===== config.mk =====
export PLATFORM = sky130hd
export DESIGN_NAME = issue
export DESIGN_NICKNAME = d
export VERILOG_FILES = /design/src/source/issue_pkg.sv /design/src/source/cdb_arbiter.sv /design/src/source/issue.sv /design/src/source/issue_div.sv /design/src/source/issue_int.sv /design/src/source/issue_ld_buf.sv /design/src/source/issue_mult.sv
export VERILOG_INCLUDE_DIRS = /design/src /design/src/source
export SDC_FILE = /design/constraint.sdc
export NUM_CORES = 2
export LEC_CHECK = 0
export CAP_MARGIN = 20
export CORE_MARGIN = 2
export CORE_UTILIZATION = 35
export CTS_CLUSTER_SIZE = 28
export DETAILED_ROUTE_END_ITERATION = 16
export DONT_BUFFER_PORTS = 1
export HOLD_SLACK_MARGIN = 0.15
export PLACE_DENSITY = 0.6
export REMOVE_ABC_BUFFERS = 1
export SKIP_LAST_GASP = 1
export SYNTH_ARGS = -nofsm -noshare
export SYNTH_HDL_FRONTEND = slang
export SYNTH_SLANG_ARGS = --single-unit

===== constraint.sdc =====
create_clock -name clk -period 13.7 [get_ports clk]
set_input_delay 0 -clock clk [delete_from_list [all_inputs] [get_ports clk]]
set_output_delay 0 -clock clk [all_outputs]
set_load 0.005 [all_outputs]

===== src/source/issue_cfg.svh =====
`ifndef ISSUE_CFG_SVH
`define ISSUE_CFG_SVH

// Operand and result width.
`define ISSUE_DATA_W 32

// Destination tag width.
`define ISSUE_TAG_W 6

// Multiplier latency in cycles, at least 2.
`define ISSUE_MULT_STAGES 3

// Load buffer data memory depth in words.
`define ISSUE_DMEM_WORDS 16

`endif


===== src/source/issue_pkg.sv =====
package issue_pkg;

   // Operation codes seen on the issue port.
   typedef enum logic [3:0] {
      op_add  = 4'd0,
      op_sub  = 4'd1,
      op_and  = 4'd2,
      op_or   = 4'd3,
      op_xor  = 4'd4,
      op_slt  = 4'd5,
      op_sll  = 4'd6,
      op_srl  = 4'd7,
      op_mul  = 4'd8,
      op_mulh = 4'd9,
      op_div  = 4'd10,
      op_rem  = 4'd11,
      op_ld   = 4'd12,
      op_st   = 4'd13
   } op_e;

   // Functional unit that executes an operation.
   typedef enum logic [1:0] {
      unit_int    = 2'd0,
      unit_mult   = 2'd1,
      unit_div    = 2'd2,
      unit_ld_buf = 2'd3
   } unit_e;

endpackage


===== src/source/cdb_arbiter.sv =====
`include "issue_cfg.svh"

module cdb_arbiter (
   input  logic                     mult_valid,
   input  logic [`ISSUE_DATA_W-1:0] mult_data,
   input  logic [`ISSUE_TAG_W-1:0]  mult_tag,
   input  logic                     div_valid,
   input  logic [`ISSUE_DATA_W-1:0] div_data,
   input  logic [`ISSUE_TAG_W-1:0]  div_tag,
   input  logic                     ld_valid,
   input  logic [`ISSUE_DATA_W-1:0] ld_data,
   input  logic [`ISSUE_TAG_W-1:0]  ld_tag,
   input  logic                     int_valid,
   input  logic [`ISSUE_DATA_W-1:0] int_data,
   input  logic [`ISSUE_TAG_W-1:0]  int_tag,
   input  logic                     int_carry,
   input  logic                     int_overflow,
   output logic                     div_grant,
   output logic                     ld_grant,
   output logic                     int_grant,
   output logic                     cdb_valid,
   output logic [`ISSUE_DATA_W-1:0] cdb_data,
   output logic [`ISSUE_TAG_W-1:0]  cdb_tag,
   output logic                     cdb_carry,
   output logic                     cdb_overflow
);

   // The multiplier cannot wait, so it always wins and needs no grant.
   assign div_grant = div_valid && !mult_valid;
   assign ld_grant  = ld_valid && !mult_valid && !div_valid;
   assign int_grant = int_valid && !mult_valid && !div_valid && !ld_valid;

   assign cdb_valid = mult_valid || div_valid || ld_valid || int_valid;

   always_comb begin
      cdb_data = '0;
      cdb_tag  = '0;
      if (mult_valid) begin
         cdb_data = mult_data;
         cdb_tag  = mult_tag;
      end else if (div_grant) begin
         cdb_data = div_data;
         cdb_tag  = div_tag;
      end else if (ld_grant) begin
         cdb_data = ld_data;
         cdb_tag  = ld_tag;
      end else if (int_grant) begin
         cdb_data = int_data;
         cdb_tag  = int_tag;
      end
   end

   // Flags belong to ALU results only.
   assign cdb_carry    = int_grant && int_carry;
   assign cdb_overflow = int_grant && int_overflow;

endmodule


===== src/source/issue.sv =====
`include "issue_cfg.svh"

module issue (
   input  logic                     clk,
   input  logic                     rst_n,
   input  logic                     issue_valid,
   input  issue_pkg::op_e           opcode,
   input  logic [`ISSUE_DATA_W-1:0] rs_data,
   input  logic [`ISSUE_DATA_W-1:0] rt_data,
   input  logic [`ISSUE_TAG_W-1:0]  rd_tag,
   output logic                     busy_int,
   output logic                     busy_mult,
   output logic                     busy_div,
   output logic                     busy_ld_buf,
   output logic                     cdb_valid,
   output logic [`ISSUE_DATA_W-1:0] cdb_data,
   output logic [`ISSUE_TAG_W-1:0]  cdb_tag,
   output logic                     cdb_carry,
   output logic                     cdb_overflow
);

   issue_pkg::unit_e        unit;
   logic                    start_int;
   logic                    start_mult;
   logic                    start_div;
   logic                    start_ld;
   logic                    int_valid;
   logic [`ISSUE_DATA_W-1:0] int_data;
   logic [`ISSUE_TAG_W-1:0]  int_tag;
   logic                    int_carry;
   logic                    int_overflow;
   logic                    int_grant;
   logic                    mult_valid;
   logic [`ISSUE_DATA_W-1:0] mult_data;
   logic [`ISSUE_TAG_W-1:0]  mult_tag;
   logic                    div_valid;
   logic [`ISSUE_DATA_W-1:0] div_data;
   logic [`ISSUE_TAG_W-1:0]  div_tag;
   logic                    div_grant;
   logic                    ld_valid;
   logic [`ISSUE_DATA_W-1:0] ld_data;
   logic [`ISSUE_TAG_W-1:0]  ld_tag;
   logic                    ld_grant;

   always_comb begin
      case (opcode)
         issue_pkg::op_mul, issue_pkg::op_mulh: unit = issue_pkg::unit_mult;
         issue_pkg::op_div, issue_pkg::op_rem:  unit = issue_pkg::unit_div;
         issue_pkg::op_ld, issue_pkg::op_st:    unit = issue_pkg::unit_ld_buf;
         default:                               unit = issue_pkg::unit_int;
      endcase
   end

   assign start_int  = issue_valid && (unit == issue_pkg::unit_int);
   assign start_mult = issue_valid && (unit == issue_pkg::unit_mult);
   assign start_div  = issue_valid && (unit == issue_pkg::unit_div);
   assign start_ld   = issue_valid && (unit == issue_pkg::unit_ld_buf);

   // Products stream through without stalling.
   assign busy_mult = 1'b0;

   issue_int u_int (
      .clk          (clk),
      .rst_n        (rst_n),
      .start        (start_int),
      .opcode       (opcode),
      .rs_data      (rs_data),
      .rt_data      (rt_data),
      .rd_tag       (rd_tag),
      .grant        (int_grant),
      .busy         (busy_int),
      .res_valid    (int_valid),
      .res_data     (int_data),
      .res_tag      (int_tag),
      .res_carry    (int_carry),
      .res_overflow (int_overflow)
   );

   issue_mult u_mult (
      .clk       (clk),
      .rst_n     (rst_n),
      .start     (start_mult),
      .opcode    (opcode),
      .rs_data   (rs_data),
      .rt_data   (rt_data),
      .rd_tag    (rd_tag),
      .res_valid (mult_valid),
      .res_data  (mult_data),
      .res_tag   (mult_tag)
   );

   issue_div u_div (
      .clk       (clk),
      .rst_n     (rst_n),
      .start     (start_div),
      .opcode    (opcode),
      .rs_data   (rs_data),
      .rt_data   (rt_data),
      .rd_tag    (rd_tag),
      .grant     (div_grant),
      .busy      (busy_div),
      .res_valid (div_valid),
      .res_data  (div_data),
      .res_tag   (div_tag)
   );

   issue_ld_buf u_ld_buf (
      .clk       (clk),
      .rst_n     (rst_n),
      .start     (start_ld),
      .opcode    (opcode),
      .rs_data   (rs_data),
      .rt_data   (rt_data),
      .rd_tag    (rd_tag),
      .grant     (ld_grant),
      .busy      (busy_ld_buf),
      .res_valid (ld_valid),
      .res_data  (ld_data),
      .res_tag   (ld_tag)
   );

   cdb_arbiter u_arb (
      .mult_valid   (mult_valid),
      .mult_data    (mult_data),
      .mult_tag     (mult_tag),
      .div_valid    (div_valid),
      .div_data     (div_data),
      .div_tag      (div_tag),
      .ld_valid     (ld_valid),
      .ld_data      (ld_data),
      .ld_tag       (ld_tag),
      .int_valid    (int_valid),
      .int_data     (int_data),
      .int_tag      (int_tag),
      .int_carry    (int_carry),
      .int_overflow (int_overflow),
      .div_grant    (div_grant),
      .ld_grant     (ld_grant),
      .int_grant    (int_grant),
      .cdb_valid    (cdb_valid),
      .cdb_data     (cdb_data),
      .cdb_tag      (cdb_tag),
      .cdb_carry    (cdb_carry),
      .cdb_overflow (cdb_overflow)
   );

   // The issuer must respect every busy flag.
   a_issue_to_busy: assert property (@(posedge clk) disable iff (!rst_n)
      !((start_int && busy_int) || (start_div && busy_div) || (start_ld && busy_ld_buf)));

endmodule


===== src/source/issue_div.sv =====
`include "issue_cfg.svh"

module issue_div (
   input  logic                     clk,
   input  logic                     rst_n,
   input  logic                     start,
   input  issue_pkg::op_e           opcode,
   input  logic [`ISSUE_DATA_W-1:0] rs_data,
   input  logic [`ISSUE_DATA_W-1:0] rt_data,
   input  logic [`ISSUE_TAG_W-1:0]  rd_tag,
   input  logic                     grant,
   output logic                     busy,
   output logic                     res_valid,
   output logic [`ISSUE_DATA_W-1:0] res_data,
   output logic [`ISSUE_TAG_W-1:0]  res_tag
);

   localparam int DW = `ISSUE_DATA_W;
   localparam int CW = $clog2(DW);

   typedef enum logic [1:0] {
      S_IDLE,
      S_RUN,
      S_DONE,
      S_HOLD
   } state_e;

   state_e        state_q;
   logic [CW-1:0] cnt_q;
   logic [DW-1:0] rem_q;
   logic [DW-1:0] quo_q;
   logic [DW-1:0] dvs_q;
   logic          is_rem_q;
   logic [DW:0]   rem_shift;
   logic [DW:0]   trial;

   // Dividend bits shift out of the quotient register into the remainder.
   assign rem_shift = {rem_q, quo_q[DW-1]};
   assign trial     = rem_shift - {1'b0, dvs_q};

   always_ff @(posedge clk) begin
      if (!rst_n) begin
         state_q <= S_IDLE;
         cnt_q   <= '0;
      end else begin
         case (state_q)
            S_IDLE: begin
               if (start) begin
                  state_q <= S_RUN;
                  cnt_q   <= '0;
               end
            end
            S_RUN: begin
               cnt_q <= cnt_q + 1'b1;
               if (cnt_q == CW'(DW - 1)) begin
                  state_q <= S_DONE;
               end
            end
            S_DONE: state_q <= S_HOLD;
            S_HOLD: begin
               if (grant) begin
                  state_q <= S_IDLE;
               end
            end
            default: state_q <= S_IDLE;
         endcase
      end
   end

   // A zero divisor never borrows, so the quotient fills with ones
   // and the remainder ends up as the dividend.
   always_ff @(posedge clk) begin
      case (state_q)
         S_IDLE: begin
            if (start) begin
               rem_q    <= '0;
               quo_q    <= rs_data;
               dvs_q    <= rt_data;
               is_rem_q <= opcode == issue_pkg::op_rem;
               res_tag  <= rd_tag;
            end
         end
         S_RUN: begin
            if (!trial[DW]) begin
               rem_q <= trial[DW-1:0];
               quo_q <= {quo_q[DW-2:0], 1'b1};
            end else begin
               rem_q <= rem_shift[DW-1:0];
               quo_q <= {quo_q[DW-2:0], 1'b0};
            end
         end
         S_DONE: res_data <= is_rem_q ? rem_q : quo_q;
         default: ;
      endcase
   end

   assign busy      = state_q != S_IDLE;
   assign res_valid = state_q == S_HOLD;

   a_no_start_busy: assert property (@(posedge clk) disable iff (!rst_n) start |-> !busy);

endmodule


===== src/source/issue_int.sv =====
`include "issue_cfg.svh"

module issue_int (
   input  logic                     clk,
   input  logic                     rst_n,
   input  logic                     start,
   input  issue_pkg::op_e           opcode,
   input  logic [`ISSUE_DATA_W-1:0] rs_data,
   input  logic [`ISSUE_DATA_W-1:0] rt_data,
   input  logic [`ISSUE_TAG_W-1:0]  rd_tag,
   input  logic                     grant,
   output logic                     busy,
   output logic                     res_valid,
   output logic [`ISSUE_DATA_W-1:0] res_data,
   output logic [`ISSUE_TAG_W-1:0]  res_tag,
   output logic                     res_carry,
   output logic                     res_overflow
);

   localparam int DW = `ISSUE_DATA_W;
   localparam int SW = $clog2(DW);

   logic [DW:0]   sum;
   logic [DW:0]   diff;
   logic [DW-1:0] alu_data;
   logic          alu_carry;
   logic          alu_ovf;

   assign sum  = {1'b0, rs_data} + {1'b0, rt_data};
   assign diff = {1'b0, rs_data} - {1'b0, rt_data};

   always_comb begin
      alu_data  = '0;
      alu_carry = 1'b0;
      alu_ovf   = 1'b0;
      case (opcode)
         issue_pkg::op_add: begin
            alu_data  = sum[DW-1:0];
            alu_carry = sum[DW];
            alu_ovf   = (rs_data[DW-1] == rt_data[DW-1]) && (sum[DW-1] != rs_data[DW-1]);
         end
         issue_pkg::op_sub: begin
            // Carry reports the borrow of the subtraction.
            alu_data  = diff[DW-1:0];
            alu_carry = diff[DW];
            alu_ovf   = (rs_data[DW-1] != rt_data[DW-1]) && (diff[DW-1] != rs_data[DW-1]);
         end
         issue_pkg::op_and: alu_data = rs_data & rt_data;
         issue_pkg::op_or:  alu_data = rs_data | rt_data;
         issue_pkg::op_xor: alu_data = rs_data ^ rt_data;
         issue_pkg::op_slt: alu_data = {{(DW-1){1'b0}}, $signed(rs_data) < $signed(rt_data)};
         issue_pkg::op_sll: alu_data = rs_data << rt_data[SW-1:0];
         issue_pkg::op_srl: alu_data = rs_data >> rt_data[SW-1:0];
         default: alu_data = '0;
      endcase
   end

   // Result stays put until the CDB takes it.
   always_ff @(posedge clk) begin
      if (!rst_n) begin
         res_valid <= 1'b0;
      end else if (start) begin
         res_valid <= 1'b1;
      end else if (grant) begin
         res_valid <= 1'b0;
      end
   end

   always_ff @(posedge clk) begin
      if (start) begin
         res_data     <= alu_data;
         res_tag      <= rd_tag;
         res_carry    <= alu_carry;
         res_overflow <= alu_ovf;
      end
   end

   assign busy = res_valid;

endmodule


===== src/source/issue_ld_buf.sv =====
`include "issue_cfg.svh"

module issue_ld_buf (
   input  logic                     clk,
   input  logic                     rst_n,
   input  logic                     start,
   input  issue_pkg::op_e           opcode,
   input  logic [`ISSUE_DATA_W-1:0] rs_data,
   input  logic [`ISSUE_DATA_W-1:0] rt_data,
   input  logic [`ISSUE_TAG_W-1:0]  rd_tag,
   input  logic                     grant,
   output logic                     busy,
   output logic                     res_valid,
   output logic [`ISSUE_DATA_W-1:0] res_data,
   output logic [`ISSUE_TAG_W-1:0]  res_tag
);

   localparam int DW    = `ISSUE_DATA_W;
   localparam int DEPTH = `ISSUE_DMEM_WORDS;
   localparam int AW    = $clog2(DEPTH);

   logic [DW-1:0] mem [DEPTH];
   logic [AW-1:0] addr;
   logic          is_ld;
   logic          is_st;

   // Word address wraps at the memory depth.
   assign addr  = rs_data[AW-1:0];
   assign is_ld = start && (opcode == issue_pkg::op_ld);
   assign is_st = start && (opcode == issue_pkg::op_st);

   always_ff @(posedge clk) begin
      if (!rst_n) begin
         for (int i = 0; i < DEPTH; i++) begin
            mem[i] <= '0;
         end
      end else if (is_st) begin
         mem[addr] <= rt_data;
      end
   end

   always_ff @(posedge clk) begin
      if (!rst_n) begin
         res_valid <= 1'b0;
      end else if (is_ld) begin
         res_valid <= 1'b1;
      end else if (grant) begin
         res_valid <= 1'b0;
      end
   end

   always_ff @(posedge clk) begin
      if (is_ld) begin
         res_data <= mem[addr];
         res_tag  <= rd_tag;
      end
   end

   assign busy = res_valid;

endmodule


===== src/source/issue_mult.sv =====
`include "issue_cfg.svh"

module issue_mult (
   input  logic                     clk,
   input  logic                     rst_n,
   input  logic                     start,
   input  issue_pkg::op_e           opcode,
   input  logic [`ISSUE_DATA_W-1:0] rs_data,
   input  logic [`ISSUE_DATA_W-1:0] rt_data,
   input  logic [`ISSUE_TAG_W-1:0]  rd_tag,
   output logic                     res_valid,
   output logic [`ISSUE_DATA_W-1:0] res_data,
   output logic [`ISSUE_TAG_W-1:0]  res_tag
);

   localparam int DW = `ISSUE_DATA_W;
   localparam int HW = DW / 2;
   localparam int S  = `ISSUE_MULT_STAGES;

   logic [S-1:0]            vld_q;
   logic [S-1:0]            hi_q;
   logic [`ISSUE_TAG_W-1:0] tag_q [S];
   logic [DW+HW-1:0]        pp_lo_q;
   logic [DW+HW-1:0]        pp_hi_q;
   logic [2*DW-1:0]         prod_q [1:S-1];

   always_ff @(posedge clk) begin
      if (!rst_n) begin
         vld_q <= '0;
      end else begin
         vld_q <= {vld_q[S-2:0], start};
      end
   end

   // First stage holds two partial products, the second adds them.
   always_ff @(posedge clk) begin
      hi_q      <= {hi_q[S-2:0], opcode == issue_pkg::op_mulh};
      tag_q[0]  <= rd_tag;
      pp_lo_q   <= (DW+HW)'(rs_data) * (DW+HW)'(rt_data[HW-1:0]);
      pp_hi_q   <= (DW+HW)'(rs_data) * (DW+HW)'(rt_data[DW-1:HW]);
      prod_q[1] <= (2*DW)'(pp_lo_q) + ((2*DW)'(pp_hi_q) << HW);
      for (int i = 1; i < S; i++) begin
         tag_q[i] <= tag_q[i-1];
      end
      for (int i = 2; i < S; i++) begin
         prod_q[i] <= prod_q[i-1];
      end
   end

   assign res_valid = vld_q[S-1];
   assign res_tag   = tag_q[S-1];
   assign res_data  = hi_q[S-1] ? prod_q[S-1][2*DW-1:DW] : prod_q[S-1][DW-1:0];

endmodule


==> flow_summary.yaml <==
run_status:
  outcome: "completed"
clock_network:
  cts_root_buf: "clkbuf_16"
  ctsResizeCount: 0
  clockBufferDepth: 3
  clk_pin_slew_ns: 0.06
  clkLatencyLatePin_ns: 0.79
  clock_sink_count: 982
  cts_tree: "built"
  post-cts-setup-buffer-count: 0
  htreeDepth: 3
  cts_inserted_buffers: 105
sta:
  relSlewSlack: 0.116
  finalMaxSlewViolations: 0
  final.setup.tns_ns: 0
  setup_viol: 0
  tightest_slew_ns: 1.31
  rsz0062_at_grt: "false"
  hold_slack_ns: 0.225
  post-route-period-util: 0.618
  layout_min_cycle_time_ns: 8.47
  hold_viol: 0
  fmax_mhz: 118
  finalClockSkew_ns: 0.0649
layout:
  layout_common_cells: "inv_1, fa_1, nand2_1, edfxtp_1, nor2_1"
  final_common_cell: "inv_1"
  regArea_um2: 26900
  design_area_um2: 87400
  fillers: 21926
  post-route-util: 0.388
  syn2layout_area_growth_pct: 9.94
  multi_input_area_um2: 46700
  instances_no_fill: 10639
  nets: 8855
  drive_gt1_frac: 0.0817
synth:
  yosysWarnings: 0
  syn_avg_cell_area_um2: 10.2
  synthArstFlopShare: 0
  yosysUniqueCellTypes: 92
  ys_ff_latch: 982
  synth_area_um2: 79500
  synth_ff_type: "edfxtp_1"
  synth_edf_count: 725
  yosysSeqAreaShare: 0.339
  synthCells: 7764
placed_design:
  port-buffer-count: 0
  dp.final_hpwl_um: 211000
  dpl_cell_area_um2: 82100
  place_inst: 10276
  gp_congestion: 1.01
worst_setup_path:
  cp_common_cell: "fa_1"
  arrival_ns: 9.14
  crit_required_ns: 14.38
  path_delay_family: "adder cells"
  cp_max_fo: 137
  cp_slowest_stage_delay_ns: 0.81
  startpoint_type: "input pin"
  cp_slowest_cell: "dlygate4sd3_1"
  cp-end-kind: "flop"
  worstSetupPathType: "in -> reg"
  crit_buf_inv: 8
min_path:
  hp-class: "in -> reg"
floorplanning:
  row_count: 174
  die_w_um: 481
  io-pin-count: 122
  design.core.area_um2: 225000
  start_util: 0.353
  die_h_um: 481
  dieArea_um2: 231000
power_and_ir_drop:
  leakage_nw: 35.4
  powerDensity_nw_per_um2: 263
  peakVddDrop_mv: 0.419
grt:
  grt_pass1_wl_um: 452000
  antenna_found_initial: 55
  grt-ovfl-total: 0
  grt_max_degree: 169
  first_global_vias: 61520
  grt_util_all_layers: 0.272
routing:
  dr.pass1.iters: 10
  dr_total_vias: 62680
  drt_iter0_drc: 8926
  drt-total-wl_um: 318000
  viasPerCell: 5.89
  antenna_left: 0
  wire_per_inst_um: 29.9
  drc_errors: 0
job:
  cap_violations: 0
cell type report:
type                       instances  share of cell area
sequential                       982               0.308
antenna                           24            0.000687
timing repair buffer             248              0.0272
multi-input combinational       5138               0.534
clock buffer                     142              0.0336
tap                             2992              0.0428
inverter                        1055              0.0453
clock inverter                    58             0.00803
cells in the mapped netlist (all sizes together), types with 8 or more instances:
master	count	area [um2]
nand2b	33	206
xor2	53	464
o21a	23	173
o2111ai	20	181
mux2i	80	801
a31oi	34	213
o221ai	23	201
nor4	137	857
dfxtp	257	5140
nor2b	59	369
nand3	57	290
mux2	67	754
a311oi	8	70.1
clkbuf	482	1810
nand4	18	113
a211oi	43	333
o22ai	26	163
o21ai	268	1350
a221oi	19	166
a22oi	104	781
edfxtp	725	21800
a221o	15	150
nand2	837	3140
a211o	8	70.1
buf	107	457
a21oi	251	1260
a21o	80	601
fa	840	16800
and3	34	213
nor2	662	2480
o211a	10	100
or3	18	118
inv	1036	3890
o21bai	27	206
xnor2	109	955
o31ai	18	135
ha	408	5100
a2111oi	12	131
nor3	438	2190
mux4	189	4260
a21boi	8	60.1
clkinv	19	71.3
o211ai	17	128
and2	13	81.3
state kept, by name (all words and copies together), names as in the netlist, 5 cells and up:
| register | count |
|---|---|
| u_mult.prod_q | 128 |
| u_ld_buf.res_tag | 6 |
| u_ld_buf.res_data | 32 |
| u_div.rem_q | 32 |
| u_int.res_tag | 6 |
| u_mult.pp_hi_q | 48 |
| u_div.quo_q | 32 |
| u_int.res_data | 32 |
| u_div.res_tag | 6 |
| u_div.cnt_q | 5 |
| u_div.res_data | 32 |
| u_ld_buf.mem | 512 |
| u_mult.pp_lo_q | 48 |
| u_div.dvs_q | 32 |
| u_mult.tag_q | 18 |
metal layers:
metal  wire, um  GRT usage
met1     124000      0.363
met2     137000      0.404
met3      38700     0.0755
met4      18600      0.135
met5        255          0
where the power goes:
part / internal [mW] / leakage [nW] / switching (mW)
Sequential: 3.93 / 8.96 / 0.346
Combinational: 6.06 / 24.7 / 9.67
Clock: 1.68 / 1.76 / 1.34
Total: 11.7 / 35.4 / 11.3
worst reg2reg max path, cell delays in order (launching register included):
cell and delay (ns):
dfxtp_1 0.32, ha_1 0.19, inv_1 0.07, fa_1 0.39, nand2b_1 0.20, a2111oi_0 0.56, nor3_1 0.28, o21ai_2 0.29
a311oi_1 0.19, o21ai_1 0.36, and4b_1 0.34, o41ai_4 0.10, buf_4 0.22, xnor2_1 0.38, buf_6 0.22
cells by family (layout without fill, tap and decap cells):
logic type               count (synthesis)  in the layout  synth area share
other                                    1             25         0.0000472
adder cells (fa/ha/maj)               1248           1248             0.276
buffers and inverters                 1644           1503            0.0783
AND/OR/NAND/NOR                       2330           2330             0.129
AO/OA/AOI/OAI                         1061           1061            0.0873
XOR/XNOR                               162            162            0.0178
multiplexers                           336            336            0.0731
flip-flops                             982            982             0.339
worst paths after layout:
| path | start | to | slack (ns) | cells after the start |
|---|---|---|---|---|
| hold / removal | rs_data[21] | u_int.res_data[27] | 0.22 | 7 |
| setup / recovery | rs_data[3] | u_mult.pp_lo_q[46] | 5.23 | 25 |
| setup reg to reg | u_mult.pp_lo_q[16] | u_mult.prod_q[1][48] | 9.47 | 14 |
| hold reg to reg | u_mult.prod_q[1][5] | u_mult.prod_q[2][5] | 0.28 | 0 |
through the flow:
step | power, mW | setup WS, ns
finish | 23.0 | 5.23
global route | 24.8 | 4.96
CTS | 23.0 | 5.39
detailed placement | 19.8 | 5.97
global placement | 19.6 | 6.03
floorplan | 15.0 | 6.51
repair_timing:
| item | in CTS | in global routing |
|---|---|---|
| setup endpoints to repair | 0 | 0 |
| hold buffers | 136 | 0 |
| endpoints found under the hold margin | 1299 | 0 |
No activity file was read; power rests on OpenSTA's default activity.
